===== config.mk =====
export PLATFORM = sky130hd
export DESIGN_NAME = reg_file
export DESIGN_NICKNAME = d
export VERILOG_FILES = /design/src/design/definitions.sv /design/src/design/reg_file.sv
export SDC_FILE = /design/constraint.sdc
export NUM_CORES = 2
export LEC_CHECK = 0
export ABC_CLOCK_PERIOD_IN_PS = 3800
export CAP_MARGIN = 20
export CORE_ASPECT_RATIO = 1.5
export CORE_UTILIZATION = 50
export CTS_CLUSTER_DIAMETER = 30
export DETAILED_ROUTE_END_ITERATION = 8
export DONT_BUFFER_PORTS = 1
export PLACE_DENSITY = 0.7
export SLEW_MARGIN = 10
export SYNTH_ARGS = -nofsm -noshare
export SYNTH_HDL_FRONTEND = slang
export SYNTH_SLANG_ARGS = --single-unit
export TNS_END_PERCENT = 1

===== constraint.sdc =====
create_clock -name clk -period 3.8 [get_ports clk]
set_input_delay 0.57 -clock clk [delete_from_list [all_inputs] [get_ports clk]]
set_output_delay 0.57 -clock clk [all_outputs]
set_load 0.01 [all_outputs]

===== src/design/definitions.sv =====
package definitions;

    parameter int XLEN = 32;

    // addi x0, x0, 0
    parameter logic [31:0] NOP_INSTR = 32'h0000_0013;

    typedef logic [4:0] regName_t;

    typedef enum logic [2:0] {
        alu_add    = 3'd0,
        alu_sub    = 3'd1,
        alu_and    = 3'd2,
        alu_or     = 3'd3,
        alu_xor    = 3'd4,
        alu_slt    = 3'd5,
        alu_pass_b = 3'd6      // LUI and link values
    } alu_op_t;

    // Major opcodes handled by the decoder
    typedef enum logic [6:0] {
        opc_op     = 7'b0110011,
        opc_op_imm = 7'b0010011,
        opc_lui    = 7'b0110111,
        opc_load   = 7'b0000011,
        opc_store  = 7'b0100011,
        opc_branch = 7'b1100011,
        opc_jal    = 7'b1101111,
        opc_jalr   = 7'b1100111
    } opcode_t;

endpackage : definitions


===== src/design/reg_file.sv =====
module reg_file import definitions::*; (
    input  logic            clk,
    input  logic            rstN,
    input  regName_t        rs1,
    input  regName_t        rs2,
    input  regName_t        rd,
    input  logic            we,
    input  logic [XLEN-1:0] wdata,
    output logic [XLEN-1:0] rdata1,
    output logic [XLEN-1:0] rdata2
);

    logic [XLEN-1:0] regs [32];

    always_ff @(posedge clk) begin
        if (!rstN) begin
            for (int i = 0; i < 32; i++) begin
                regs[i] <= '0;
            end
        end else if (we && rd != '0) begin
            regs[rd] <= wdata;
        end
    end

    // Same-cycle write shows up on the read ports
    assign rdata1 = (rs1 == '0) ? '0 : (we && rs1 == rd) ? wdata : regs[rs1];
    assign rdata2 = (rs2 == '0) ? '0 : (we && rs2 == rd) ? wdata : regs[rs2];

endmodule : reg_file


==> Flow_metrics.wiki <==
{| class="wikitable"
! Metric !! Value
|-
| Clock Path Buffers || 3
|-
| Ratio of total power to cell area || 489 nW/µm²
|-
| Most common flop cell mapped by yosys || sky130_fd_sc_hd__edfxtp_1
|-
| Placed standard-cell area || 57000 µm²
|-
| Proportion of synthesized flip-flops having asynchronous set or reset || 0
|-
| DR vias || 38143
|-
| Total congestion overflow after global routing || 0
|-
| Total Wirelength || 208 mm
|-
| First-pass DRT Iterations || 8
|-
| Crit path kind || in -> out
|-
| CP max stage delay || 0.56 ns
|-
| Quantity of I/O buffers inserted on ports || 0
|-
| Setup slack of the critical path after layout || 0.109 ns
|-
| Total I/O pin count || 114
|-
| Total number of cells along the worst setup path || 8
|-
| Total of fill cells in the finished design || 8280
|-
| Endpoints failing setup || 0
|-
| TritonCTS clock tree || done
|-
| Slew Viols, Final || 0
|-
| Clock power frac || 0.461
|-
| Kind of launch point of the worst setup path || input port
|-
| Number of global-route vias before repair || 37404
|-
| Maximum frequency from static timing analysis || 0.271 GHz
|-
| Crit-path max FO || 69
|-
| Proportion of layout cells with a drive suffix above 1 || 0.233
|-
| Proportion of power drawn by combinational gates || 0.103
|-
| Maxcap violations || 0
|-
| Mapped cell area || 54700 µm²
|-
| Portion of the post-synthesis area used by sequential elements || 0.562
|-
| CP endpoint || rdata2[10]
|-
| Initial Utilization || 0.504
|-
| Relative slew slack || 0.152
|-
| Reg with most FFs || regs
|-
| FF/Latch Area || 30700 µm²
|-
| Vertical die dimension || 407 µm
|-
| Number of antenna violations at the first check in global routing || 29
|-
| RePlAce Congestion || 0.899
|-
| Cells along the critical path || buf_16, buf_16, mux4_2, a22o_1, a2111oi_0, buf_4, a21oi_1, a22o_1
|-
| Die footprint || 111000 µm²
|-
| Post-route antenna net violation count || 0
|-
| P&R area growth vs syn || 14.8%
|-
| Post-synthesis area per instance || 14.6 µm²
|-
| Number of storage elements in the synthesis netlist || 1024
|-
| Status || finished, final reports clean
|-
| Register clock-pin slew on the reported worst setup and hold paths || 0.05 ns
|-
| Worst setup startpoint || rs2[0]
|-
| GRT Resource Usage Total || 0.372
|-
| Most frequent standard cell in the layout excluding fill and tap cells || sky130_fd_sc_hd__edfxtp_1
|-
| CP bufs+invs || 3
|-
| Distinct cells, synth || 51
|-
| Clock buffers created by TritonCTS || 148
|-
| Num rows || 148
|-
| Switching part of the total power || 0.245
|-
| Area occupied by multi-input gates || 22900 µm²
|-
| Worst hold-check path type || in -> reg
|-
| Synthesized instance count || 3744
|-
| LEAKAGE || 22.0 nW
|-
| Violation count after the first detailed-route iteration || 6625
|-
| Root buffer selected by CTS || sky130_fd_sc_hd__clkbuf_16
|-
| Largest net degree at the start of global routing || 323
|-
| Top Usage Layer GRT || met2
|-
| Leading cell types in the layout, fill and taps excluded || 1024 x sky130_fd_sc_hd__edfxtp_1, 994 x sky130_fd_sc_hd__and2_1, 388 x sky130_fd_sc_hd__mux4_2
|-
| Total number of clock tree sinks || 1024
|-
| Number of design rule violations left after detail routing || 0
|-
| Post-detailed-placement half-perimeter wirelength || 114 mm
|-
| Count of H-tree levels built during CTS || 4
|-
| Type of destination of the critical path || output port
|-
| Leading registers by flop count || regs: 1024 flops
|-
| Core area || 109000 µm²
|-
| Period utilization || 0.971
|-
| Global routing usage on met2 || 0.571
|-
| Maximum VDD drop || 446 µV
|-
| Post-synth EDFFs || 1024
|-
| Met3 usage in global routing || 0.130
|-
| Switching power of the nets || 7.54 mW
|-
| Post-route worst hold slack || 0.0335 ns
|-
| Horiz. Die Dim || 272 µm
|-
| Ys Warns || 0
|-
| Transition at the pin with the smallest max-transition slack || 1.27 ns
|-
| Flip-flop count of the largest register, all copies and words added || 1024
|-
| Average vias per placed instance || 7.23
|-
| Final critical-path required period || 3.69 ns
|-
| Register share of total power || 0.435
|-
| Area fraction of the dominant cell type after synthesis || 0.562
|-
| Number of nets in the finished design || 3767
|-
| Yosys top cell by area || sky130_fd_sc_hd__edfxtp_1
|-
| Hold Vio Cnt, Final || 0
|-
| Global-route wire length before repair || 283 mm
|-
| Total power || 30.7 mW
|-
| Post-Place Setup Slack || 0.412 ns
|-
| Area of all placed cells without fillers || 62800 µm²
|-
| Setup repair after global routing missed its margin || false
|-
| Kind of cell adding the most delay to the critical path || compound AO/OA/AOI/OAI gates
|-
| Required time of the worst setup path || 3.23 ns
|-
| Cell with the largest stage delay on the worst path || sky130_fd_sc_hd__mux4_2
|-
| Int Pwr || 23.2 mW
|-
| Fraction of met1 tracks used by global routing || 0.442
|-
| Cell types with the largest area share after synthesis || sky130_fd_sc_hd__edfxtp_1 56%, sky130_fd_sc_hd__mux4_2 16%, sky130_fd_sc_hd__and2_1 11%
|-
| Arr. time, crit path || 3.12 ns
|-
| Wire length per cell after detailed routing || 39.5 µm
|}
[area by class of cell]
type,count,share of cell area
Timing Repair Buffer,210,0.0356
Inverter,3,0.000179
Clock buffer,173,0.0625
Tap cell,1425,0.0284
Sequential cell,1024,0.489
Clock inverter,94,0.0181
Multi-Input combinational cell,2330,0.365
Antenna cell,16,0.000637
[synth_stat cells, types with 4 or more instances]
library cell,instances
sky130_fd_sc_hd__a2111oi_0,24
sky130_fd_sc_hd__a211oi_1,7
sky130_fd_sc_hd__a21oi_1,78
sky130_fd_sc_hd__a221o_1,13
sky130_fd_sc_hd__a221oi_1,4
sky130_fd_sc_hd__a22o_1,55
sky130_fd_sc_hd__a22oi_1,133
sky130_fd_sc_hd__a31oi_1,7
sky130_fd_sc_hd__a32oi_1,9
sky130_fd_sc_hd__and2_1,994
sky130_fd_sc_hd__buf_1,17
sky130_fd_sc_hd__buf_2,71
sky130_fd_sc_hd__buf_4,20
sky130_fd_sc_hd__buf_6,6
sky130_fd_sc_hd__clkbuf_1,304
sky130_fd_sc_hd__edfxtp_1,1024
sky130_fd_sc_hd__mux2_2,5
sky130_fd_sc_hd__mux2i_1,281
sky130_fd_sc_hd__mux4_2,388
sky130_fd_sc_hd__nand2_1,36
sky130_fd_sc_hd__nand3_1,11
sky130_fd_sc_hd__nand3b_1,4
sky130_fd_sc_hd__nor2_1,43
sky130_fd_sc_hd__nor2b_1,5
sky130_fd_sc_hd__o211ai_1,10
sky130_fd_sc_hd__o21ai_0,40
sky130_fd_sc_hd__o221a_2,18
sky130_fd_sc_hd__o221ai_1,42
sky130_fd_sc_hd__o22ai_1,41
sky130_fd_sc_hd__o31ai_1,4
sky130_fd_sc_hd__o32ai_1,4
sky130_fd_sc_hd__xnor2_1,10
[layer usage]
| metal | share of wire | wire length [µm] |
|---|---|---|
| met4 | 0.079 | 16400 |
| met1 | 0.31 | 65400 |
| met5 | 0.00065 | 135 |
| met3 | 0.15 | 31400 |
| met2 | 0.46 | 94700 |
[repair_timing]
item                                   4_1_cts  5_1_grt
gates resized for setup                      0        1
setup endpoints to repair                    0       32
buffers inserted                             0        0
endpoints found under the hold margin      945        0
hold buffers                                47        0
[stage by stage]
step	cells	utilization	setup TNS (ns)
final	5275	0.579	0
after global routing	5261	0.579	0
after CTS	5250	0.576	0
after detailed placement	4936	0.525	0
after global placement	4936	0.525	0
after floorplan	3775	-	-244.00
[worst min-delay path by stage]
stage	slack [ns]	start	to	depth (start not counted)
2_1_floorplan	0.77	wdata[31]	regs[1][31]	1
5_1_grt	0.02	wdata[2]	regs[17][2]	1
4_1_cts	0.006	wdata[19]	regs[1][19]	1
3_5_place_dp	0.77	wdata[29]	regs[28][29]	1
6_report	0.03	wdata[1]	regs[18][1]	1
3_3_place_gp	0.77	wdata[8]	regs[22][8]	1
[power groups by stage]
stage                     registers [mW]  clock network, mW  logic, mW
after floorplan                     13.5                  0       2.07
after global placement              13.5                  0       2.73
after detailed placement            13.6                  0       2.74
after CTS                           13.4               14.2       2.94
after global routing                13.4               14.6       3.21
final                               13.4               14.2       3.18
[logic make-up after synthesis]
| family | Yosys count | share of synthesized area |
|---|---|---|
| other cells | 1 | 0.0000686 |
| flops | 1024 | 0.562 |
| mux | 674 | 0.212 |
| xor+xnor | 10 | 0.00160 |
| simple gates | 1114 | 0.124 |
| compound gates | 500 | 0.0674 |
| buf+inv | 421 | 0.0327 |
Note: power is estimated with default switching activity, not from simulation.
