<file path="config.mk">
export PLATFORM = sky130hd
export DESIGN_NAME = control_unit
export DESIGN_NICKNAME = d
export VERILOG_FILES = /design/src/design/definitions.sv /design/src/design/control_unit.sv
export SDC_FILE = /design/constraint.sdc
export NUM_CORES = 1
export LEC_CHECK = 0
export BUFFER_PORTS_ARGS = -buffer_cell sky130_fd_sc_hd__buf_2
export CAP_MARGIN = 20
export CORE_MARGIN = 8
export CORE_UTILIZATION = 35
export DETAILED_ROUTE_END_ITERATION = 6
export PLACE_DENSITY_LB_ADDON = 0.12
export SETUP_SLACK_MARGIN = 0.15
export SYNTH_ARGS = -nofsm -noshare
export SYNTH_HDL_FRONTEND = slang
export SYNTH_SLANG_ARGS = --single-unit
</file>
<file path="constraint.sdc">
create_clock -name vclk -period 3.3
set_input_delay 0.99 -clock vclk [all_inputs]
set_output_delay 0.99 -clock vclk [all_outputs]
set_load 0.01 [all_outputs]
</file>
<file path="src/design/definitions.sv">
package definitions;

    parameter int XLEN = 32;

    // addi x0, x0, 0
    parameter logic [31:0] NOP_INSTR = 32'h0000_0013;

    typedef logic [4:0] regName_t;

    typedef enum logic [2:0] {
        alu_add    = 3'd0,
        alu_sub    = 3'd1,
        alu_and    = 3'd2,
        alu_or     = 3'd3,
        alu_xor    = 3'd4,
        alu_slt    = 3'd5,
        alu_pass_b = 3'd6      // LUI and link values
    } alu_op_t;

    // Major opcodes handled by the decoder
    typedef enum logic [6:0] {
        opc_op     = 7'b0110011,
        opc_op_imm = 7'b0010011,
        opc_lui    = 7'b0110111,
        opc_load   = 7'b0000011,
        opc_store  = 7'b0100011,
        opc_branch = 7'b1100011,
        opc_jal    = 7'b1101111,
        opc_jalr   = 7'b1100111
    } opcode_t;

endpackage : definitions

</file>
<file path="src/design/control_unit.sv">
module control_unit import definitions::*; (
    input  logic [31:0]     instr,
    output regName_t        rs1,
    output regName_t        rs2,
    output regName_t        rd,
    output alu_op_t         alu_op,
    output logic            alu_src_imm,
    output logic            reg_write,
    output logic            mem_read,
    output logic            mem_write,
    output logic            branch,
    output logic            branch_ne,
    output logic            jump,
    output logic            jump_reg,
    output logic [31:0]     imm
);

    logic [2:0] funct3;
    logic [6:0] funct7;

    assign rs1    = instr[19:15];
    assign rs2    = instr[24:20];
    assign rd     = instr[11:7];
    assign funct3 = instr[14:12];
    assign funct7 = instr[31:25];

    always_comb begin
        alu_op      = alu_add;
        alu_src_imm = 1'b0;
        reg_write   = 1'b0;
        mem_read    = 1'b0;
        mem_write   = 1'b0;
        branch      = 1'b0;
        branch_ne   = 1'b0;
        jump        = 1'b0;
        jump_reg    = 1'b0;
        imm         = '0;

        case (instr[6:0])
            opc_op: begin
                reg_write = 1'b1;
                case ({funct7, funct3})
                    {7'b0000000, 3'b000}: alu_op = alu_add;
                    {7'b0100000, 3'b000}: alu_op = alu_sub;
                    {7'b0000000, 3'b111}: alu_op = alu_and;
                    {7'b0000000, 3'b110}: alu_op = alu_or;
                    {7'b0000000, 3'b100}: alu_op = alu_xor;
                    {7'b0000000, 3'b010}: alu_op = alu_slt;
                    default: reg_write = 1'b0;
                endcase
            end
            opc_op_imm: begin
                if (funct3 == 3'b000) begin     // ADDI only
                    reg_write   = 1'b1;
                    alu_src_imm = 1'b1;
                    imm         = {{20{instr[31]}}, instr[31:20]};
                end
            end
            opc_lui: begin
                reg_write   = 1'b1;
                alu_src_imm = 1'b1;
                alu_op      = alu_pass_b;
                imm         = {instr[31:12], 12'b0};
            end
            opc_load: begin
                if (funct3 == 3'b010) begin
                    reg_write   = 1'b1;
                    mem_read    = 1'b1;
                    alu_src_imm = 1'b1;
                    imm         = {{20{instr[31]}}, instr[31:20]};
                end
            end
            opc_store: begin
                if (funct3 == 3'b010) begin
                    mem_write   = 1'b1;
                    alu_src_imm = 1'b1;
                    imm         = {{20{instr[31]}}, instr[31:25], instr[11:7]};
                end
            end
            opc_branch: begin
                if (funct3 == 3'b000 || funct3 == 3'b001) begin
                    branch    = 1'b1;
                    branch_ne = funct3[0];
                    imm       = {{20{instr[31]}}, instr[7], instr[30:25], instr[11:8], 1'b0};
                end
            end
            opc_jal: begin
                jump        = 1'b1;
                reg_write   = 1'b1;
                alu_src_imm = 1'b1;
                alu_op      = alu_pass_b;      // Link value rides in the immediate slot
                imm = {{12{instr[31]}}, instr[19:12], instr[20], instr[30:21], 1'b0};
            end
            opc_jalr: begin
                if (funct3 == 3'b000) begin
                    jump_reg    = 1'b1;
                    reg_write   = 1'b1;
                    alu_src_imm = 1'b1;
                    alu_op      = alu_pass_b;
                    imm         = {{20{instr[31]}}, instr[31:20]};
                end
            end
            default: ;
        endcase
    end

endmodule : control_unit

</file>
==> results of run 1 <==
==> layer usage <==
layer	GRT usage, %	vias up	routed length (um)
met4	0.817	0	27
met3	3.06	2	327
li1	-	642	-
met1	17.0	618	1410
met5	0	-	0
met2	32.2	52	2130
==> cells by family after synthesis <==
family	share of synthesized area [%]
muxes	1.17
xor gates and xnor gates	1.03
AOI/OAI and AO/OA	40.5
buffers and inverters	17.7
and+or+nand+nor	39.6
==> worst max-delay path, cell delays in order <==
cell and delay, ns:
buf_6 0.10, or4_4 0.54, nor3_4 0.16, o21bai_4 0.12, a31oi_4 0.19, buf_6 0.14, a21o_1 0.08, buf_2 0.12
==> final cells by class <==
class	count	area, um^2	area share (%)
inverter	3	11.3	0.628
multi-input combinational	94	860	47.9
tap	30	37.5	2.09
timing repair buffer	129	886	49.4
==> placed cells by master (no fill, tap or decap), types with 4 or more instances in the layout <==
cell type,n
buf_2,75
a21o_1,18
o21ai_1,4
nor2_1,4
nand2_1,6
buf_4,29
a22o_1,4
buf_6,22
and2_1,8
nor3_4,4
==> power by group <==
group	switching [mW]	internal [mW]	leakage [nW]	total, mW
Clock	0	0	0	0
Combinational	0.0655	0.0671	1.11	0.133
Sequential	0	0	0	0
Total	0.0655	0.0671	1.11	0.133
==> what timing repair did <==
item                                    CTS  global route
gates resized for setup                  34            26
pin swaps                                20            18
endpoints found under the setup margin   39            40
buffers inserted                          8             4
==> worst paths after layout <==
check             startpoint       to  slack, ns  cells after the start
hold / removal     instr[17]   rs1[2]       2.18                      2
setup / recovery    instr[2]  imm[29]      -0.13                      8
==> through the flow <==
stage               instances  power (mW)  utilization (%)  TNS [ns]
CTS                       252       0.121             68.9     -2.05
global placement          244       0.102             60.0     -2.46
floorplan                 117      0.0518                -         0
global route              256       0.142             75.2     -4.27
finish                    256       0.133             75.2     -2.33
detailed placement        244       0.104             60.0     -3.39
==> summary.txt, run 1 <==
Outcome
  • Status: complete, but fails checks
  • Failing checks: negative setup slack

Detailed routing
  • Vias per cell: 5.13
  • Drt total wl: 3890 um
  • Initial drt markers: 36
  • TritonRoute pass-1 iters: 4
  • Post-route DRC violation count: 0
  • Routed Antenna Nets: 0
  • DR WL/cell: 15.2 um
  • Vias: 1314

Timing
  • Final setup margin: -0.135 ns
  • Worst Tran Pin Value: 0.308 ns
  • Period utilisation layout: 104%
  • Max frequency: 291 MHz
  • Max-slew headroom: 79.3%
  • RSZ-0062 raised after global routing: yes
  • Post-layout min period: 3.43 ns
  • Hold Slack: 2.18 ns
  • Final setup violation count: 28
  • Final max-slew violation count: 0
  • Final Hold Violating Endpoints: 0

Yosys
  • Synthesized area per cell: 7.29 um^2
  • Post-synthesis sequential area ratio: 0%
  • Largest cells by area after synthesis: a21o_1, buf_4, and2_1
  • Yosys cell types: 41
  • Cells after Synth: 117
  • Post-synth top cells: a21o_1, buf_4, and2_1
  • Post-Syn Nets: 149
  • Count leader, synth: a21o_1
  • Yosys warns: 0
  • Synth area leader: a21o_1
  • Post-Syn Area: 853 um^2
  • Yosys top cell area share: 15.8%

Cells and area
  • FF/Latch Area: 0 um^2
  • Share of cells above drive strength 1: 71.7%
  • Fill count: 188
  • Num sequential: 0
  • Area Growth Syn to Fin: 110%
  • Nets: 260
  • # clk buffers: 0
  • Antenna cells: 0
  • Finished Cell Area: 1790 um^2

Global route
  • First-pass GRT wire length: 5870 um
  • Global route total overflow: 0
  • Number of global-route vias before repair: 1278
  • Largest net degree at the start of global routing: 13
  • GRT Overall Usage: 15.9%
  • Initial antenna violation count: 0

Setup path
  • Crit path launch type: primary input
  • Worst EP required: 2.31 ns
  • Crit path DAT: 2.44 ns
  • Setup CP Type: in2out
  • Crit-path max FO: 6
  • Crit end category: primary output

Placement
  • Port Buffer Count: 90
  • Pre-CTS setup slack: -0.213 ns
  • DP Wirelength: 3040 um
  • Routability cong.: 0.855
  • Area post-placement: 1430 um^2

Power
  • Pleak: 1.11 nW
  • Cell Pwr Density: 73.9 nW/um^2
  • Worst vdd ir: 0.0584 mV

Floorplanning
  • Boundary Pins: 90
  • Die Span X: 65.4 um
  • Die ar.: 4270 um^2
  • Number of core rows: 18
  • Initial Utilization: 35.7%
  • Core ar.: 2390 um^2
  • Die height: 65.4 um

Worst hold path
  • HP Class: in2out

CTS
  • Hold buffer count at CTS: 0

Run
  • Max-Cap Viols: 0
Power figures use the tool's default switching activity.
==> run 2: changes to the inputs <==
CORE_UTILIZATION = 34   (was 35)
clock period = 3 ns   (was 3.3 ns; I/O delays follow)
==> summary.txt, run 2 (same netlist as run 1, synthesis figures left out) <==
Setup path
  • Crit path launch type: primary input
  • Worst EP required: 2.10 ns
  • Crit-path max FO: 4
  • Crit path DAT: 2.33 ns
  • Crit end category: primary output
  • Worst path max stage delay: 0.56 ns
  • Worst Path Buf+Inv: 2
  • Cell family with most CP delay: simple AND/OR/NAND/NOR gates
  • Worst path cell trace: buf_8, or2b_4, or4_4, o41ai_4, buf_2
  • Setup CP Type: in2out
  • Worst path slowest cell: or4_4

Floorplanning
  • Boundary Pins: 90
  • Die height: 66.1 um
  • Number of core rows: 18
  • Die ar.: 4370 um^2
  • Initial Utilization: 35.1%
  • Die Span X: 66.1 um
  • Core ar.: 2430 um^2

Outcome
  • Failing checks: negative setup slack
  • Status: complete, but fails checks

Timing
  • RSZ-0062 raised after global routing: yes
  • Setup Total Neg Slack: -5.79 ns
  • Period utilisation layout: 108%
  • Final setup violation count: 38
  • Max-slew headroom: 77.2%
  • Max frequency: 310 MHz
  • Post-layout min period: 3.23 ns
  • Worst Tran Pin Value: 0.341 ns
  • Final max-slew violation count: 0
  • Final setup margin: -0.227 ns
  • Final Hold Violating Endpoints: 0

Cells and area
  • Antenna cells: 0
  • # clk buffers: 0
  • FF/Latch Area: 0 um^2
  • Area Growth Syn to Fin: 116%
  • Finished Cell Area: 1840 um^2
  • Nets: 262
  • Utilization after layout: 75.8%
  • Fill count: 183
  • Share of cells above drive strength 1: 74.1%
  • Commonest non-fill, non-tap cell in the layout: buf_2
  • Most frequent cells in the layout: buf_2, buf_4, a21o_1
  • Num sequential: 0

Power
  • Worst vdd ir: 0.0958 mV
  • Cell Pwr Density: 84.9 nW/um^2
  • Pleak: 1.12 nW

Global route
  • First-pass GRT wire length: 6490 um
  • Initial antenna violation count: 0
  • GRT Overall Usage: 17.6%
  • Number of global-route vias before repair: 1390
  • Largest net degree at the start of global routing: 13
  • Global route total overflow: 0

Placement
  • Port Buffer Count: 90
  • Routability cong.: 0.880
  • DP Wirelength: 3130 um
  • Area post-placement: 1430 um^2

CTS
  • Hold buffer count at CTS: 0

Detailed routing
  • DR WL/cell: 16.3 um
  • Vias: 1348
  • Vias per cell: 5.22
  • Routed Antenna Nets: 0
  • Initial drt markers: 26
  • TritonRoute pass-1 iters: 4
  • Drt total wl: 4220 um
  • Post-route DRC violation count: 0

Run
  • Max-Cap Viols: 0

Worst hold path
  • HP Class: in2out
-- run 2: changes by cell type in the layout (fill, tap and decap cells not counted), sizes merged --
cell / before / now
nor3: 8 / 9
a31oi: 1 / 2
-- run 2: final timing paths --
| check | start | to | slack [ns] | depth (start not counted) |
|---|---|---|---|---|
| setup / recovery | instr[6] | alu_op[2] | -0.23 | 5 |
| hold / removal | instr[18] | rs1[3] | 2.00 | 2 |
-- run 2: stage by stage --
step | cells | setup slack [ns] | total power [mW] | hold slack, ns
3_3_place_gp | 242 | -0.263 | 0.114 | 2.00
5_1_grt | 258 | -0.282 | 0.167 | 2.01
3_5_place_dp | 242 | -0.292 | 0.116 | 2.00
6_report | 258 | -0.227 | 0.157 | 2.00
2_1_floorplan | 117 | 0.00298 | 0.0581 | 1.85
4_1_cts | 255 | -0.236 | 0.153 | 2.00
-- run 2: power breakdown --
part           internal [mW]  switching (mW)  total, mW
combinational         0.0774          0.0792      0.157
clock                      0               0          0
sequential                 0               0          0
total                 0.0774          0.0792      0.157
-- run 2: cell type report --
type / count / area [um^2] / share of cell area (%)
Tap cell: 30 / 37.5 / 2.04
Inverter: 3 / 11.3 / 0.611
Multi-Input combinational cell: 96 / 926 / 50.2
Timing Repair Buffer: 129 / 870 / 47.2
-- run 2: routing by layer --
metal	wire length (um)	track usage, %	vias to the layer above
met1	1590	19.8	630
li1	-	-	655
met2	2150	32.4	57
met4	64	2.93	0
met5	0	0	-
met3	420	4.41	6
-- run 2: what timing repair did --
item,CTS,global route
buffers inserted,11,3
resized for setup,54,8
gates cloned,2,0
endpoints found under the setup margin,40,40
pin swaps,22,7
