<file path="src/design/definitions.sv">
package definitions;

    parameter int XLEN = 32;

    // addi x0, x0, 0
    parameter logic [31:0] NOP_INSTR = 32'h0000_0013;

    typedef logic [4:0] regName_t;

    typedef enum logic [2:0] {
        alu_add    = 3'd0,
        alu_sub    = 3'd1,
        alu_and    = 3'd2,
        alu_or     = 3'd3,
        alu_xor    = 3'd4,
        alu_slt    = 3'd5,
        alu_pass_b = 3'd6      // LUI and link values
    } alu_op_t;

    // Major opcodes handled by the decoder
    typedef enum logic [6:0] {
        opc_op     = 7'b0110011,
        opc_op_imm = 7'b0010011,
        opc_lui    = 7'b0110111,
        opc_load   = 7'b0000011,
        opc_store  = 7'b0100011,
        opc_branch = 7'b1100011,
        opc_jal    = 7'b1101111,
        opc_jalr   = 7'b1100111
    } opcode_t;

endpackage : definitions

</file>
<file path="src/design/alu.sv">
module alu import definitions::*; (
    input  alu_op_t         op,
    input  logic [XLEN-1:0] a,
    input  logic [XLEN-1:0] b,
    output logic [XLEN-1:0] y
);

    always_comb begin
        case (op)
            alu_add:    y = a + b;
            alu_sub:    y = a - b;
            alu_and:    y = a & b;
            alu_or:     y = a | b;
            alu_xor:    y = a ^ b;
            alu_slt:    y = ($signed(a) < $signed(b)) ? XLEN'(1) : '0;
            alu_pass_b: y = b;
            default:    y = '0;
        endcase
    end

endmodule : alu

</file>
<file path="config.mk">
export PLATFORM = sky130hd
export DESIGN_NAME = alu
export DESIGN_NICKNAME = d
export VERILOG_FILES = /design/src/design/definitions.sv /design/src/design/alu.sv
export SDC_FILE = /design/constraint.sdc
export NUM_CORES = 1
export LEC_CHECK = 0
export ABC_AREA = 1
export BUFFER_PORTS_ARGS = -buffer_cell sky130_fd_sc_hd__buf_2
export CORE_ASPECT_RATIO = 0.6
export CORE_MARGIN = 3
export CORE_UTILIZATION = 30
export DETAILED_ROUTE_END_ITERATION = 8
export PLACE_DENSITY = 0.59
export SYNTH_ARGS = -nofsm -noshare
export SYNTH_HDL_FRONTEND = slang
export SYNTH_SLANG_ARGS = --single-unit
</file>
<file path="constraint.sdc">
create_clock -name vclk -period 1.6
set_clock_uncertainty 0.15 [all_clocks]
set_input_delay 0.08 -clock vclk [all_inputs]
set_output_delay 0.08 -clock vclk [all_outputs]
set_load 0.01 [all_outputs]
</file>
==> out/summary.txt, run 1 <==
run status -> finished, violations left
failing checks -> setup timing
DRC Markers -> 0
first drt pass iteration count -> 6
Slew headroom -> 58.7%
Tmin final -> 2.14 ns
sw frac -> 54.3%
number of vias per cell -> 5.32
vias in the first global route -> 9,663
post-synth net total -> 1,479
initial antenna violation count -> 0
Placed Area -> 9850 um^2
Seq pwr share -> 0%
worst-path cell chain -> buf_6, inv_4, ha_4, buf_6, nor2_4, nand2_1, nor2_2, nand2_4, nand3_4, buf_6, nand2_1, o211ai_1, nand2_1, nand3_2, buf_6
Cell Pwr Density -> 390 nW/um^2
FP Rows -> 41
CP required -> 1.37 ns
final WL -> 38,100 um
most common cell after layout, fill and taps aside -> buf_4
Hold WS -> 0.475 ns
cell internal pwr -> 2.55 mW
NetSw -> 3.03 mW
most frequent cells in the layout -> buf_4 (299), nand2_1 (231), inv_1 (179), nand2_2 (140), buf_6 (122)
Detail Route Antenna Nets -> 0
CP max-delay cell -> ha_4
Slew Viols, Final -> 0
CP most frequent cell -> buf_6
Ports -> 99
core area -> 21,400 um^2
WS Path Type -> in2out
Clk pwr share -> 0%
Die Y-Extent -> 121 um
seq_cells -> 0
first-pass GRT wire length -> 52,100 um
VDD IR max -> 0.231 mV
Area Growth Syn to Fin -> 116%
largest net degree at the start of global routing -> 18
routability cong. -> 1.01
die width -> 198 um
DR vias -> 10.9k
die area -> 24,000 um^2
final instance area -> 14,300 um^2
crit path DAT -> 1.91 ns
Max Freq -> 467 MHz
Tcrit/Tclk final -> 134%
Slew @ Worst Pin -> 0.620 ns
Combinational Power Share -> 100.0%
GRT Util Overall -> 27.6%
Clock buffer cells -> 0
Synth Instances -> 1,304
leakage power -> 7.56 nW
crit end category -> output pin
hold crit path type -> in2out
Startpoint Class -> input port
Seq/Total Area, Yosys -> 0%
post-synth cell types -> 35
register area -> 0 um^2
Overflow after GRT -> 0
first-iteration detailed-routing DRC count -> 1,141
final hold viol count -> 0
DP HPWL -> 26,800 um
crit path max fanout -> 4
Avg Cell Area, Syn -> 5.09 um^2
routed len/inst -> 18.7 um
Max-Cap Viols -> 0
fraction of layout cells with a size suffix above 1 -> 63.5%
max incr delay on CP -> 0.22 ns
RSZ-0062 raised after global routing -> true
post-synthesis cell area -> 6640 um^2
worst setup slack after layout -> -0.540 ns
nets -> 1,939
final-report setup violation count -> 31
Port Buffers -> 99
Initial Util -> 31.0%
total chip power -> 5.59 mW
number of diodes -> 0
Ys Warns -> 0
[Yosys cell counts (4+ instances only)]
| cell | instances | area (um^2) |
|---|---|---|
| nor2_4 | 4 | 45.0 |
| nand2_1 | 439 | 1650 |
| ha_1 | 106 | 1330 |
| nor3_2 | 7 | 70.1 |
| buf_2 | 24 | 120 |
| nand2_2 | 5 | 31.3 |
| nand4_1 | 9 | 56.3 |
| o22ai_1 | 27 | 169 |
| nor2_2 | 8 | 50.1 |
| buf_4 | 9 | 67.6 |
| o21bai_1 | 6 | 45.0 |
| nor3_1 | 6 | 30.0 |
| a221oi_1 | 22 | 193 |
| nor2_1 | 87 | 327 |
| o221ai_1 | 4 | 35.0 |
| inv_1 | 302 | 1130 |
| a21oi_1 | 57 | 285 |
| o21ai_0 | 29 | 145 |
| nand3_1 | 120 | 601 |
| o211ai_1 | 4 | 30.0 |
[critical path: cells and delay by family]
family | cells | cell delay, ns
AND/OR/NAND/NOR | 8 | 0.90
adder cells (fa/ha/maj) | 1 | 0.22
AO/OA/AOI/OAI | 1 | 0.19
buffers and inverters | 5 | 0.50
[power groups by stage]
stage	sequential, mW	clock (mW)	combinational, mW
2_1_floorplan	0	0	1.73
3_3_place_gp	0	0	3.36
3_5_place_dp	0	0	3.38
4_1_cts	0	0	4.52
5_1_grt	0	0	5.87
6_report	0	0	5.59
[cell type report]
class | count | area (um^2)
inverter | 304 | 1280
multi-input combinational | 962 | 8120
timing repair buffer | 496 | 4580
tap | 279 | 349
fill | 1654 | 7060
[cell families after synthesis]
| kind of cell | synth area share, % |
|---|---|
| and+or+nand+nor | 44.3 |
| adders and majority gates | 20.6 |
| buffers and inverters | 20.5 |
| AOI/OAI and AO/OA | 14.6 |
[metrics by stage]
step | std cells | setup TNS [ns] | setup slack (ns) | utilization, %
floorplan | 1304 | -0.0182 | -0.0168 | -
global placement | 1938 | -16.62 | -0.771 | 46.1
detailed placement | 1938 | -17.17 | -0.738 | 46.1
CTS | 1993 | -9.04 | -0.452 | 58.4
global route | 2041 | -13.24 | -0.582 | 67.0
finish | 2041 | -11.24 | -0.540 | 67.0
[per-layer routing]
layer	global-route usage (%)	vias to the layer above	share of wire, %
met5	0	-	0
met4	3.40	0	3.0
met3	7.02	134	12
met2	39.9	659	41
met1	41.8	5061	44
li1	-	5002	-
[worst paths after layout]
kind	to	cells past startpoint	slack (ns)	from
hold / removal	y[1]	5	0.48	b[1]
setup / recovery	y[12]	15	-0.54	b[4]
[timing repair]
item	in CTS	in global routing
gates cloned	1	1
hold buffers	0	0
pin swaps	189	237
gates resized for setup	602	372
buffers inserted	56	49
setup endpoints to repair	32	32
No activity file was read; power rests on OpenSTA's default activity.
==> run 2: changes to the inputs <==
Settings changed: GPL_TIMING_DRIVEN set to 0, RECOVER_POWER set to 25.
==> run 2 against run 1 <==
The flow still finishes with violations (setup timing). Critical path depth up 1. Utilization decreased by 12 points. Hold slack got worse by 0.14 ns. Routed wire length shrank 11%. Cell area down 19%. Combinational power decreased by 18%. First-iteration DRC count decreased by 9.8%. Fmax up 3.4%. Cell count fell by 13%. Sequential share of layout area stayed put. Critical path type unchanged. Largest cell class unchanged. Largest power group unchanged.
==> out/summary.txt, run 2 (same netlist as run 1, synthesis figures left out) <==
hold path endpoint -> y[8]
Hold Crit Start -> b[8]
most frequent cells in the layout -> nand2_1 (250), inv_1 (188), nand2_2 (122), buf_4 (86), ha_1 (75)
leakage power -> 6.06 nW
Max-Cap Viols -> 0
first drt pass iteration count -> 5
Cell Pwr Density -> 395 nW/um^2
Ports -> 99
number of vias per cell -> 5.26
Port Buffers -> 98
GRT Util Overall -> 26.4%
crit end category -> output pin
die area -> 24,000 um^2
CP required -> 1.37 ns
first-iteration detailed-routing DRC count -> 1,029
crit path max fanout -> 8
DP HPWL -> 25,400 um
crit path DAT -> 1.84 ns
Slew headroom -> 60.9%
final hold viol count -> 0
seq_cells -> 0
VDD IR max -> 0.202 mV
routed len/inst -> 19.1 um
FP Rows -> 41
Slew @ Worst Pin -> 0.587 ns
Clock buffer cells -> 0
final std cells w/o fill -> 1,774
WS Path Type -> in2out
Overflow after GRT -> 0
Startpoint Class -> input port
number of diodes -> 0
worst hold stages -> 4
final-report setup violation count -> 31
Initial Util -> 31.0%
final WL -> 33,900 um
register area -> 0 um^2
Die Y-Extent -> 121 um
Post-Place Cells -> 1,681
die width -> 198 um
worst slack, placed -> -0.772 ns
largest net degree at the start of global routing -> 11
total chip power -> 4.61 mW
hold crit path type -> in2out
failing checks -> setup timing
fraction of layout cells with a size suffix above 1 -> 52.3%
initial antenna violation count -> 0
DR vias -> 9,326
DRC Markers -> 0
run status -> finished, violations left
routability cong. -> 0.981
Area Growth Syn to Fin -> 76.0%
Tcrit/Tclk final -> 129%
vias in the first global route -> 8,525
RSZ-0062 raised after global routing -> true
nets -> 1,672
first-pass GRT wire length -> 49,000 um
Detail Route Antenna Nets -> 0
core area -> 21,400 um^2
Tmin final -> 2.07 ns
most common cell after layout, fill and taps aside -> nand2_1
worst setup slack after layout -> -0.469 ns
Max Freq -> 483 MHz
Slew Viols, Final -> 0
Hold WS -> 0.339 ns
run 2: layout make-up:
type | instances | area (um^2)
Multi-Input combinational cell | 962 | 7860
Inverter | 304 | 1280
Fill cell | 2065 | 9710
Buffer | 34 | 408
Tap cell | 279 | 349
Timing Repair Buffer | 195 | 1780
run 2: how the worst max path moves through the flow:
stage,start,endpoint,cells past startpoint,slack [ns]
2_1_floorplan,a[0],y[0],15,-0.02
3_3_place_gp,op[0],y[15],8,-0.82
3_5_place_dp,op[0],y[15],8,-0.77
4_1_cts,a[0],y[12],13,-0.43
5_1_grt,b[7],y[28],16,-0.52
6_report,a[7],y[28],16,-0.47
run 2: power by group:
group	switching, mW	internal [mW]
logic	2.77	1.84
clock network	0	0
registers	0	0
total	2.77	1.84
run 2: timing repair:
item	4_1_cts	5_1_grt
gates cloned	3	0
pin swaps	152	148
buffers inserted	55	41
hold endpoints to repair	0	0
hold buffers	0	0
gates resized for setup	567	343
setup endpoints to repair	32	32
run 2: per-layer routing:
metal	track usage (%)	share of wire, %	up-vias
li1	-	-	4448
met1	43.6	48	4372
met2	35.3	38	480
met3	5.38	12	26
met4	1.99	0.76	0
met5	0	0	-
run 2: critical path, stage by stage:
cell and delay [ns]:
buf_6 0.10, inv_2 0.06, ha_4 0.20, buf_12 0.15
nor2_4 0.14, buf_4 0.13, nand2_1 0.07, nor2_1 0.15
nand2_2 0.10, nand3_4 0.11, nand2_1 0.11, nand3_1 0.08
nand2_1 0.05, nand3_1 0.08, nand3_2 0.09, buf_6 0.13
run 2: per-stage QoR:
| step | util [%] | cell area, um^2 | setup TNS (ns) |
|---|---|---|---|
| after detailed placement | 36.1 | 7730 | -19.43 |
| after global routing | 54.6 | 11700 | -12.40 |
| after global placement | 36.1 | 7730 | -19.56 |
| after floorplan | - | 6890 | -0.0182 |
| final | 54.6 | 11700 | -10.20 |
| after CTS | 47.7 | 10200 | -9.41 |
==> run 3: changes to the inputs <==
Settings changed: ABC_AREA 1 to unset, PLACE_DENSITY 0.59 to 0.6.
==> run 3 against run 2 <==
The flow still finishes with violations (setup timing). Flip-flop and latch count did not move. First-iteration DRC count shrank 6.3%. Global-route usage decreased by 3.5 points. Worst setup slack lost 1.0 ns. Die area decreased by 17%.
==> out/summary.txt, run 3 <==
run status -> finished, violations left
failing checks -> setup timing
DP HPWL -> 19,100 um
worst setup slack after layout -> -1.52 ns
Startpoint Class -> input port
WS Path Type -> in2out
final hold viol count -> 0
post-synth cell types -> 73
Slew Viols, Final -> 0
Hold Crit Start -> a[18]
count leader, synth -> ha_1
worst-path cell chain -> buf_12, inv_12, ha_4, fa_2, o21bai_4, o2111ai_4, a2111oi_4, buf_4, buf_6, o21ai_2, nand2_2, a211o_1, o22ai_1, mux2i_1, o221ai_2, buf_2
leakage power -> 3.63 nW
Avg Cell Area, Syn -> 6.74 um^2
most frequent cells in the layout -> ha_1 (91), buf_2 (90), inv_1 (73), nor2_1 (62), a21oi_1 (57)
worst slack, placed -> -1.77 ns
max incr delay on CP -> 0.44 ns
die area -> 20,000 um^2
register area -> 0 um^2
crit path max fanout -> 3
final WL -> 25,400 um
first drt pass iteration count -> 5
Adder-Cell Fraction of Synth Area -> 24.9%
crit path DAT -> 2.89 ns
kind of cell adding the most delay to the critical path -> compound AO/OA/AOI/OAI gates
Slew @ Worst Pin -> 0.791 ns
Die Y-Extent -> 111 um
first-iteration detailed-routing DRC count -> 964
Post-Place Cells -> 1,147
Clock buffer cells -> 0
post-synth net total -> 991
Ys Warns -> 0
hold path endpoint -> y[18]
Max Freq -> 321 MHz
share of the synthesized area in the top cell type -> 24.1%
CP max-delay cell -> a2111oi_4
number of diodes -> 0
fill count -> 1,792
FP Rows -> 37
simple-gate portion of the synthesized area -> 18.3%
CP required -> 1.37 ns
fraction of layout cells with a size suffix above 1 -> 33.4%
final setup TNS -> -36.24 ns
Post-Synth XOR/XNOR Area -> 2.71%
final std cells w/o fill -> 1,192
Initial Util -> 31.3%
DR vias -> 7,071
Worst Setup SP -> a[0]
Port Buffers -> 97
hold crit path type -> in2out
Overflow after GRT -> 0
GRT Util Overall -> 23.0%
VDD IR max -> 0.148 mV
Max-Cap Viols -> 0
routability cong. -> 0.999
top cells by area, synth -> ha_1 (24%), a21oi_1 (6.6%), mux2i_1 (6.4%)
Seq/Total Area, Yosys -> 0%
first-pass GRT wire length -> 37,300 um
Yosys top cell by area -> ha_1
crit end category -> output pin
seq_cells -> 0
Slew headroom -> 47.3%
number of vias per cell -> 5.93
DRC Markers -> 0
Cell Pwr Density -> 388 nW/um^2
Ports -> 99
largest net degree at the start of global routing -> 11
Post-CTS Hold Buffers -> 0
most common cell after layout, fill and taps aside -> ha_1
area of the multi-input gates -> 5690 um^2
final-report setup violation count -> 32
Synth top cells by count -> ha_1 (106), inv_1 (89), a21oi_1 (73)
core area -> 17,500 um^2
largest family of logic cells by synthesized area -> compound AO/OA/AOI/OAI gates
Detail Route Antenna Nets -> 0
Compound-Gate Fraction of Synth Area -> 37.0%
vias in the first global route -> 6,430
Tmin final -> 3.12 ns
Area Growth Syn to Fin -> 41.2%
nets -> 1,135
die width -> 181 um
Tcrit/Tclk final -> 195%
multiplexer share of the synthesized area -> 6.99%
routed len/inst -> 21.3 um
RSZ-0062 raised after global routing -> true
initial antenna violation count -> 0
post-synthesis cell area -> 5500 um^2
Synth Instances -> 816
Final Util -> 44.2%
CP bufs+invs -> 5
worst hold stages -> 5
[run 3: cell types whose count changed in the layout (fill, tap and decap cells not counted), moves of 37 or more]
| cell | previous run | this run |
|---|---|---|
| nand2_4 | 64 | 1 |
| nand2_2 | 122 | 5 |
| inv_1 | 188 | 73 |
| nor2_4 | 43 | 4 |
| buf_2 | 38 | 90 |
| inv_2 | 70 | 8 |
| nand3_1 | 58 | 12 |
| nand2_1 | 250 | 46 |
| buf_6 | 68 | 20 |
| nand3_2 | 49 | 2 |
| a21oi_1 | 20 | 57 |
[run 3: where the power goes]
group          internal, mW  total (mW)  switching [mW]  leakage (nW)
Combinational          1.25        3.01            1.77          3.63
Sequential                0           0               0             0
Clock                     0           0               0             0
[run 3: cells by family (layout without fill, tap and decap cells)]
group,count (synthesis),count (layout)
and+or+nand+nor,213,213
xor gates and xnor gates,17,17
AOI/OAI and AO/OA,296,296
muxes,37,37
buffers and inverters,145,287
adders and majority gates,108,108
[run 3: how the worst max path moves through the flow]
stage                     slack, ns    end  cells past startpoint
final                         -1.52  y[18]                     16
after global routing          -1.59  y[14]                     14
after CTS                     -1.45  y[14]                     14
after detailed placement      -1.77  y[29]                     14
after global placement        -1.78   y[0]                     14
after floorplan               -1.04  y[31]                     12
[run 3: layout make-up]
class | instances | area share (%)
multi-input combinational | 671 | 73.3
tap | 234 | 3.77
timing repair buffer | 147 | 13.0
inverter | 94 | 5.53
buffer | 46 | 4.42
[run 3: routing by layer]
layer	wire length (um)	vias to the layer above	GRT usage, %
met5	0	-	0
met4	382	0	2.81
met3	3760	35	7.08
met2	9800	485	31.5
met1	11400	3298	35.4
li1	-	3253	-
[run 3: what timing repair did]
item / 4_1_cts / 5_1_grt
pin swaps: 68 / 57
endpoints found under the setup margin: 32 / 32
gates resized for setup: 152 / 71
setup buffers: 32 / 18
[run 3: per-stage QoR]
stage          area (um^2)  hold slack [ns]  power [mW]
6_report              7760            0.585        3.01
4_1_cts               7350            0.578        2.72
3_5_place_dp          6630            0.576        2.42
2_1_floorplan         5850            0.297        1.65
5_1_grt               7760            0.635        3.20
3_3_place_gp          6630            0.566        2.41
