### src/design/definitions.sv
package definitions;

    parameter int XLEN = 32;

    // addi x0, x0, 0
    parameter logic [31:0] NOP_INSTR = 32'h0000_0013;

    typedef logic [4:0] regName_t;

    typedef enum logic [2:0] {
        alu_add    = 3'd0,
        alu_sub    = 3'd1,
        alu_and    = 3'd2,
        alu_or     = 3'd3,
        alu_xor    = 3'd4,
        alu_slt    = 3'd5,
        alu_pass_b = 3'd6      // LUI and link values
    } alu_op_t;

    // Major opcodes handled by the decoder
    typedef enum logic [6:0] {
        opc_op     = 7'b0110011,
        opc_op_imm = 7'b0010011,
        opc_lui    = 7'b0110111,
        opc_load   = 7'b0000011,
        opc_store  = 7'b0100011,
        opc_branch = 7'b1100011,
        opc_jal    = 7'b1101111,
        opc_jalr   = 7'b1100111
    } opcode_t;

endpackage : definitions

### src/design/hazard_unit.sv
module hazard_unit import definitions::*; (
    input  logic     clk,
    input  logic     rstN,
    input  regName_t rs1_id,
    input  regName_t rs2_id,
    input  regName_t rd_ex,
    input  logic     branch_cu,
    input  logic     jump_reg_cu,
    input  logic     ex_mem_read,
    input  logic     ex_mem_write,
    input  logic     mem_ready,
    input  logic     reg_write_ex,
    output logic     if_id_write,
    output logic     pc_write,
    output logic     id_ex_hold,
    output logic     id_ex_bubble,
    output logic     branch_go,
    output logic     jump_reg_go,
    output logic     mem_done
);

    typedef enum logic [2:0] {
        idle             = 3'd0,
        before_read_mem  = 3'd1,
        read_mem         = 3'd2,
        before_write_mem = 3'd3,
        write_mem        = 3'd4
    } state_t;

    state_t state, next_state;

    logic ex_writes_rd;
    logic branch_stall, jump_reg_stall, reg_stall, mem_stall;

    assign ex_writes_rd = reg_write_ex && (rd_ex != '0);

    // Branch and JALR compare in ID, so an EX result cannot reach them in time
    assign branch_stall   = branch_cu && ex_writes_rd && (rs1_id == rd_ex || rs2_id == rd_ex);
    assign jump_reg_stall = jump_reg_cu && ex_writes_rd && (rs1_id == rd_ex);
    assign reg_stall      = branch_stall || jump_reg_stall;

    assign mem_done  = (state == read_mem || state == write_mem) && mem_ready;
    assign mem_stall = (state != idle || ex_mem_read || ex_mem_write) && !mem_done;

    assign pc_write     = !(mem_stall || reg_stall);
    assign if_id_write  = !(mem_stall || reg_stall);
    assign id_ex_hold   = mem_stall;
    assign id_ex_bubble = reg_stall && !mem_stall;   // EX moves on, ID waits

    assign branch_go   = branch_cu && !branch_stall && !mem_stall;
    assign jump_reg_go = jump_reg_cu && !jump_reg_stall && !mem_stall;

    always_ff @(posedge clk) begin
        if (!rstN) begin
            state <= idle;
        end else begin
            state <= next_state;
        end
    end

    always_comb begin
        next_state = state;
        case (state)
            idle: begin
                if (ex_mem_read) begin
                    next_state = before_read_mem;
                end else if (ex_mem_write) begin
                    next_state = before_write_mem;
                end
            end
            before_read_mem: begin
                if (!mem_ready) next_state = read_mem;     // Memory took the request
            end
            read_mem: begin
                if (mem_ready) next_state = idle;
            end
            before_write_mem: begin
                if (!mem_ready) next_state = write_mem;
            end
            write_mem: begin
                if (mem_ready) next_state = idle;
            end
            default: next_state = idle;
        endcase
    end

endmodule : hazard_unit

### config.mk
export PLATFORM = sky130hd
export DESIGN_NAME = hazard_unit
export DESIGN_NICKNAME = d
export VERILOG_FILES = /design/src/design/definitions.sv /design/src/design/hazard_unit.sv
export SDC_FILE = /design/constraint.sdc
export NUM_CORES = 1
export LEC_CHECK = 0
export BUFFER_PORTS_ARGS = -buffer_cell sky130_fd_sc_hd__buf_2
export CORE_AREA = 2 2 39 41
export DETAILED_ROUTE_END_ITERATION = 6
export DIE_AREA = 0 0 41 43
export PLACE_DENSITY = 0.63
export REMOVE_ABC_BUFFERS = 1
export SKIP_LAST_GASP = 1
export SLEW_MARGIN = 0
export SYNTH_ARGS = -nofsm -noshare
export SYNTH_HDL_FRONTEND = slang
export SYNTH_SLANG_ARGS = --single-unit
### constraint.sdc
create_clock -name clk -period 1.7 [get_ports clk]
set_input_delay 0.255 -clock clk [delete_from_list [all_inputs] [get_ports clk]]
set_output_delay 0.255 -clock clk [all_outputs]
set_load 0.01 [all_outputs]
==> metrics.csv, run 1 <==
metric,value,unit
multiInputGateArea,329,um2
yosys.area.top_type_share,0.161,
fin_cells,107,
p_per_area,593,mW/mm2
p_sw,133,uW
drc,0,
synthCells,54,
arrival,1.53,ns
tns,-0.208,ns
largestRegisters,state: 3 flops,
critPathKind,input pin to primary output,
yosysWarningCount,0,
place.gp.congestion,0.664,
drt-total-wl,1.03,mm
intPower,260,uW
cts_tree,built,
grt_pass1_vias,424,
grt_max_degree,9,
core_area,0.00138,mm2
rr_endpoint,state[1]$_SDFFE_PN0P_,
seq_area,65.1,um2
combPwrFrac,0.440,
gr-total-overflow,0,
use_met3,0,
grt_pass1_wl,1.52,mm
rsz0062_at_grt,true,
pin_count,30,
die_y,43,um
grtUsageMet2,0.231,
maxSlewViolCount,0,
r2r-start,state[0]$_SDFFE_PN0P_,
worst_slack,-0.0844,ns
via_per_inst,4.57,
cts_max_level,1,
setup_viol,4,
holdWs,0.274,ns
startpoint,rd_ex[2],
cap_violations,0,
yosysUniqueCellTypes,25,
violations,setup timing,
num_vias,489,
final_antenna_net_count,0,
p_clk_frac,0.327,
cp-start-kind,input pin,
cp.required,1.44,ns
regMostFlops,state,
row_count,14,
grtUsageMet1,0.127,
yosysSeqAreaShare,0.161,
cts_root_buf,clkbuf_4,
largest_reg_flops,3,
nets,115,
endpoint,id_ex_bubble,
top_usage_layer,met2,
finClkSkew,0.00281,ns
syn-mean-instance-area,6.90,um2
r2r_cells,3,
dr.pass1.iters,2,
chipWidth,41,um
tightest_slew,0.291,ns
reg2reg_slack,0.66,ns
seqPwrFrac,0.233,
n_antenna_cell,0,
synth_top_cell_by_area,dfxtp_1,
clock_latency,0.23,ns
hpwlAfterDp,793,um
drtIter0Drc,3,
hold_viol,0,
swShare,0.338,
cts_buffers,3,
syn_area,373,um2
antenna_found_initial,0,
die-area,0.00176,mm2
relSlewSlack,0.806,
outcome,"complete, but fails checks",
hold_depth,2,
ys_top_cells_by_area,"dfxtp_1, xor2_1, xnor2_1, nor2_1, nor3_1",
worstSetupEndpointType,primary output,
ys_ff_latch,3,
syn2layout_area_growth,77.5,%
period_minus_slack,1.78,ns
place_inst,100,
max_freq,0.560,GHz
vdd_drop_max,0.187,mV
grt.total_usage,0.126,
critPathMaxFanout,2,
port_buffers,29,
post_drt_wl_per_cell,9.60,um
hold_path.class,input pin to flip-flop,
clk_path_buf_depth,2,
drive_gt1_frac,0.571,
p_leak,0.000310,uW
n_fill_cell,142,
initial_utilization,0.269,
numClockSinks,3,
clkTransAtPathRegs,0.04,ns
finalCritPeriodShare,1.05,
## power groups by stage
stage	Sequential (uW)	Combinational (uW)	Clock, uW
after global routing	92.1	191	142
after global placement	91.7	144	0
after detailed placement	91.1	144	0
after floorplan	88.2	74.9	0
after CTS	88.9	154	130
final	91.5	172	128
## how the worst min path moves through the flow
| stage | start | endpoint | slack (ns) |
|---|---|---|---|
| after global routing | rstN | state[2]$_SDFFE_PN0P_ | 0.26 |
| after global placement | rstN | state[2]$_SDFFE_PN0P_ | 0.51 |
| after detailed placement | rstN | state[2]$_SDFFE_PN0P_ | 0.52 |
| after floorplan | rstN | state[2]$_SDFFE_PN0P_ | 0.41 |
| final | rstN | state[2]$_SDFFE_PN0P_ | 0.27 |
| after CTS | rstN | state[2]$_SDFFE_PN0P_ | 0.27 |
## Yosys cell counts
cell type  count
a21oi_2        1
a311oi_1       1
clkbuf_1       2
nand2_2        1
a221oi_1       1
nor2_1         6
o21ai_1        1
xnor2_1        5
nand2b_1       1
nand3_1        1
dfxtp_1        3
a21oi_1        1
o21ai_0        3
xor2_1         6
nor3_1         4
or4_1          1
o21a_1         2
nand3_2        1
a211oi_1       1
nand2_1        5
buf_4          1
nor3b_1        1
inv_1          3
and3_1         1
or2_0          1
## cell type report
class / instances / area share
tap: 16 / 0.0302
clock buffer: 4 / 0.0397
inverter: 3 / 0.0170
sequential: 3 / 0.0983
multi-input combinational: 45 / 0.497
timing repair buffer: 36 / 0.318
## through the flow
step | cell area [um2] | util | worst slack (ns) | power (uW)
6_report | 662 | 0.478 | -0.0844 | 392
3_5_place_dp | 553 | 0.400 | -0.0518 | 235
4_1_cts | 616 | 0.445 | -0.0485 | 373
3_3_place_gp | 553 | 0.400 | -0.0472 | 235
2_1_floorplan | 358 | - | 0.0367 | 163
5_1_grt | 662 | 0.478 | -0.114 | 424
## kinds of logic after synthesis
logic type	share of synthesized area
AND/OR/NAND/NOR	0.312
XOR/XNOR	0.258
AO/OA/AOI/OAI	0.198
buffers and inverters	0.0705
flip-flops	0.161
## worst max-delay path: stages
cell and delay [ns]:
buf_6 0.09, or4_1 0.51, o21a_1 0.24, nand2_2 0.09, nor2_2 0.04, o21a_1 0.18
buf_2 0.13
## layer usage
| metal | part of all wire | vias up |
|---|---|---|
| li1 | - | 255 |
| met1 | 0.41 | 210 |
| met2 | 0.51 | 24 |
| met3 | 0.080 | 0 |
| met4 | 0 | 0 |
| met5 | 0 | - |
## cells in the final DEF (no fill, tap or decap)
master and instances:
a211oi_2 1, a21oi_1 1, a21oi_4 1, a221oi_1 1, a311oi_1 1, and3_1 1, buf_2 27, buf_4 7
buf_6 2, clkbuf_1 1, clkbuf_4 3, dfxtp_1 1, dfxtp_2 1, dfxtp_4 1, inv_1 3, nand2_1 3
nand2_2 3, nand2b_1 1, nand3_1 1, nand3_2 1, nor2_1 4, nor2_2 2, nor3_1 3, nor3_4 1
nor3b_2 1, o21a_1 2, o21ai_0 3, o21ai_2 1, or2_0 1, or4_1 1, xnor2_1 5, xor2_1 6
## repair_timing
| action | in CTS | in global routing |
|---|---|---|
| hold buffers | 0 | 0 |
| endpoints found under the setup margin | 5 | 6 |
| pin swaps | 0 | 11 |
| buffers inserted | 2 | 1 |
| cloned | 0 | 0 |
| endpoints found under the hold margin | 0 | 0 |
| gates resized for setup | 5 | 10 |
(Power assumes the default switching activity.)
==> run 2, diff against run 1 <==
--- a/config.mk
+++ b/config.mk
@@ -9,7 +9,7 @@
 export CORE_AREA = 2 2 39 41
 export DETAILED_ROUTE_END_ITERATION = 6
 export DIE_AREA = 0 0 41 43
-export PLACE_DENSITY = 0.63
+export PLACE_DENSITY_LB_ADDON = 0.15
 export REMOVE_ABC_BUFFERS = 1
 export SKIP_LAST_GASP = 1
 export SLEW_MARGIN = 0
==> run 2 against run 1 <==
Against the previous run:
- cell count down 0.93%
- highest routed layer unchanged
- sequential cell count unchanged
- the flow still finishes with violations (setup timing)
- largest power group unchanged
- non-clock buffer count down 1
==> metrics.csv, run 2 (synthesized netlist as in run 1, its figures left out) <==
metric,value,unit
p_leak,0.000305,uW
cts.hold.buffers_added,0,
place.gp.congestion,0.628,
worstSetupEndpointType,primary output,
r2r-start,state[0]$_SDFFE_PN0P_,
largest_reg_flops,3,
max_stage_delay,0.51,ns
cpMostUsedCell,o21a_1,
cts_max_level,1,
drc,0,
hold_path.class,input pin to flip-flop,
drtIter0Drc,4,
finalCritPeriodShare,1.04,
initial_utilization,0.269,
clk_path_buf_depth,2,
cts_root_buf,clkbuf_4,
clock_latency,0.23,ns
regMostFlops,state,
num_vias,483,
holdWs,0.282,ns
violations,setup timing,
critPathKind,input pin to primary output,
r2r_cells,3,
endpoint,id_ex_bubble,
drive_gt1_frac,0.556,
pin_count,30,
final_antenna_net_count,0,
syn2layout_area_growth,73.5,%
startpoint,rd_ex[2],
port_buffers,29,
clkTransAtPathRegs,0.04,ns
cap_violations,0,
max_freq,0.567,GHz
hold_viol,0,
dr.pass1.iters,4,
layout_commonest_cell,buf_2,
min_from,rstN,
numClockSinks,3,
arrival,1.51,ns
rsz0062_at_grt,true,
final_cell_mix,"buf_2, xor2_1, buf_4, xnor2_1, nor2_1",
slowest_stage,or4_4,
drt-total-wl,983,um
final_util,0.467,
via_per_inst,4.56,
grt_pass1_vias,425,
multiInputGateArea,322,um2
largestRegisters,state: 3 flops,
post_drt_wl_per_cell,9.27,um
grt_max_degree,9,
finClkSkew,0.000233,ns
chipWidth,41,um
cp-start-kind,input pin,
cp.required,1.44,ns
maxSlewViolCount,0,
critPathMaxFanout,2,
core_area,0.00138,mm2
cp_num_cells,7,
nets,114,
outcome,"complete, but fails checks",
grt.total_usage,0.119,
die_y,43,um
row_count,14,
cts_tree,built,
seq_area,65.1,um2
period_minus_slack,1.77,ns
cpLargestDelayFamily,simple AND/OR/NAND/NOR gates,
p_per_area,583,mW/mm2
worst_slack,-0.0650,ns
n_fill_cell,151,
path_cells,buf_6 > or4_4 > o21a_1 > nand2_2 > nor2_1 > o21a_1 > buf_2,
crit_buf_inv,2,
gr-total-overflow,0,
antenna_found_initial,0,
vdd_drop_max,0.194,mV
setup_viol,4,
reg2reg_slack,0.66,ns
rr_endpoint,state[1]$_SDFFE_PN0P_,
n_antenna_cell,0,
grt_pass1_wl,1.54,mm
cts_buffers,3,
relSlewSlack,0.811,
tightest_slew,0.283,ns
die-area,0.00176,mm2
run 2: layout make-up:
class	count	share of cell area
inverters	3	0.0174
well taps	16	0.0309
multi-input cells	45	0.497
flip-flops and latches	3	0.101
repair buffers	35	0.313
clock buffers	4	0.0406
run 2: worst min-delay path by stage:
stage / to / slack, ns / depth (start not counted)
3_3_place_gp: state[2]$_SDFFE_PN0P_ / 0.51 / 2
2_1_floorplan: state[2]$_SDFFE_PN0P_ / 0.41 / 1
6_report: state[2]$_SDFFE_PN0P_ / 0.28 / 2
3_5_place_dp: state[2]$_SDFFE_PN0P_ / 0.52 / 2
5_1_grt: state[2]$_SDFFE_PN0P_ / 0.28 / 2
4_1_cts: state[2]$_SDFFE_PN0P_ / 0.28 / 2
run 2: what timing repair did:
item | in CTS | in global routing
pin swaps | 5 | 11
setup buffers | 2 | 0
gates resized for setup | 5 | 8
setup endpoints to repair | 5 | 6
endpoints found under the hold margin | 0 | 0
run 2: routing by layer:
metal  track usage  wire length (um)  vias up
li1              -                 -      254
met1         0.152               403      208
met2         0.203               506       21
met3        0.0157                73        0
met4        0.0200                 0        0
met5             0                 0        -
run 2: power breakdown:
| group | leakage [uW] | total (uW) | internal, uW | switching, uW |
|---|---|---|---|---|
| Clock | 0.0000150 | 122 | 87.8 | 34.2 |
| Combinational | 0.000264 | 163 | 87.9 | 75.1 |
| Sequential | 0.0000258 | 91.8 | 77.2 | 14.6 |
run 2: per-stage QoR:
step	setup slack [ns]	setup TNS, ns	std cells	area, um2	total power (uW)
6_report	-0.0650	-0.0796	106	647	377
5_1_grt	-0.108	-0.404	106	647	412
4_1_cts	-0.0658	-0.230	106	613	371
3_5_place_dp	-0.0593	-0.185	100	553	235
3_3_place_gp	-0.0667	-0.156	100	553	236
2_1_floorplan	0.0367	0	51	358	163
==> run 3, diff against run 2 <==
==> constraint.sdc (replaced) <==
create_clock -name clk -period 1.46 [get_ports clk]
set_input_delay 0.219 -clock clk [delete_from_list [all_inputs] [get_ports clk]]
set_output_delay 0.219 -clock clk [all_outputs]
set_load 0.01 [all_outputs]
==> run 3 against run 2 <==
Against the previous run:
- the run still ends with setup timing left
- via count increased by 3.5%
- hold slack lost 0.036 ns
- power grew 22%
- critical path depth stayed put
- cell count is 5.7% higher
- combinational power increased by 31%
- clock power increased by 19%
- first-iteration DRC count grew to 2.8 times the previous value
- sequential power increased by 9%
- worst setup slack worse by 0.20 ns
- design area up 6.6%
- global-route usage decreased by 0.11 points
- critical path type unchanged
- critical endpoint unchanged
- largest power group unchanged
==> metrics.csv, run 3 (synthesized netlist as in run 1, its figures left out) <==
metric,value,unit
setup_viol,5,
largestRegisters,state: 3 flops,
largest_reg_flops,3,
layout_commonest_cell,buf_2,
place_ws,-0.235,ns
antenna_found_initial,0,
clk_path_buf_depth,2,
drt-total-wl,1.09,mm
worst_slack,-0.260,ns
critPathMaxFanout,2,
die-area,0.00176,mm2
cap_violations,0,
numClockSinks,3,
chipWidth,41,um
cts_tree,built,
arrival,1.50,ns
max_stage_delay,0.51,ns
cts_root_buf,clkbuf_4,
dr.pass1.iters,4,
clock_latency,0.23,ns
via_per_inst,4.46,
placed_area,598,um2
nets,120,
slowest_stage,or4_4,
place.gp.congestion,0.646,
gr-total-overflow,0,
final_cell_mix,"buf_2, buf_4, xor2_1, nor2_1",
period_minus_slack,1.72,ns
p_leak,0.000337,uW
p_per_area,666,mW/mm2
maxSlewViolCount,0,
initial_utilization,0.269,
hpwlAfterDp,867,um
n_antenna_cell,0,
cts_buffers,3,
stdcell_area,689,um2
cp-start-kind,input pin,
cp.required,1.24,ns
critPathKind,input pin to primary output,
cts_max_level,1,
final_util,0.498,
drive_gt1_frac,0.573,
finClkSkew,0.000489,ns
tightest_slew,0.251,ns
drc,0,
num_vias,500,
rsz0062_at_grt,true,
path_cells,buf_6 > or4_4 > o21a_1 > nand2_1 > nor2_1 > o21a_1 > buf_2,
syn2layout_area_growth,84.9,%
port_buffers,29,
finalCritPeriodShare,1.18,
pin_count,30,
outcome,"complete, but fails checks",
grt.total_usage,0.118,
regMostFlops,state,
cpMostUsedCell,o21a_1,
relSlewSlack,0.833,
post_drt_wl_per_cell,9.69,um
grt_max_degree,8,
grt_pass1_vias,438,
hold_viol,0,
die_y,43,um
worstSetupEndpointType,primary output,
clkTransAtPathRegs,0.04,ns
core_area,0.00138,mm2
hold_path.class,input pin to flip-flop,
violations,setup timing,
max_freq,0.581,GHz
row_count,14,
vdd_drop_max,0.241,mV
final_antenna_net_count,0,
drtIter0Drc,11,
grt_pass1_wl,1.52,mm
## run 3: path summary, 6_finish.rpt
| check | startpoint | end | slack (ns) | cells past startpoint |
|---|---|---|---|---|
| worst max-delay path | rd_ex[4] | id_ex_bubble | -0.26 | 7 |
| worst min-delay path | rstN | state[2]$_SDFFE_PN0P_ | 0.25 | 2 |
| worst max register to register | state[0]$_SDFFE_PN0P_ | state[1]$_SDFFE_PN0P_ | 0.43 | 3 |
| worst min register to register | state[1]$_SDFFE_PN0P_ | state[1]$_SDFFE_PN0P_ | 0.49 | 1 |
## run 3: repair_timing
item	4_1_cts	5_1_grt
gates resized for setup	7	5
setup buffers	1	1
gates cloned	0	0
setup endpoints to repair	6	6
hold buffers	0	0
pin swaps	11	6
## run 3: power by group
group          switching (uW)  internal (uW)  total [uW]
Clock                    42.5            102         145
Sequential               8.68           91.4         100
Combinational            98.5            116         214
Total                     150            310         459
## run 3: cell type report
| type | instances | area (um2) |
|---|---|---|
| Inverter | 3 | 11.3 |
| Tap cell | 16 | 20.0 |
| Clock buffer | 4 | 26.3 |
| Fill cell | 149 | 694 |
| Multi-Input combinational cell | 45 | 314 |
| Sequential cell | 3 | 62.6 |
| Timing Repair Buffer | 41 | 255 |
## run 3: critical path, delay by kind of cell
kind            cells  cell delay (ns)
buf+inv             2             0.22
compound gates      2             0.39
simple gates        3             0.67
## run 3: stage by stage
stage / total power [uW] / std cells / setup TNS, ns / hold slack (ns)
2_1_floorplan: 190 / 51 / -0.271 / 0.372
3_3_place_gp: 291 / 106 / -0.981 / 0.471
3_5_place_dp: 293 / 106 / -1.01 / 0.479
4_1_cts: 453 / 111 / -1.02 / 0.240
5_1_grt: 486 / 112 / -1.43 / 0.258
6_report: 459 / 112 / -1.05 / 0.246
## run 3: per-layer routing
layer | vias to the layer above | GRT usage | wire length, um
met5 | - | 0 | 0
met2 | 20 | 0.206 | 557
met3 | 0 | 0.00524 | 74
li1 | 267 | - | -
met4 | 0 | 0.0400 | 0
met1 | 213 | 0.142 | 453
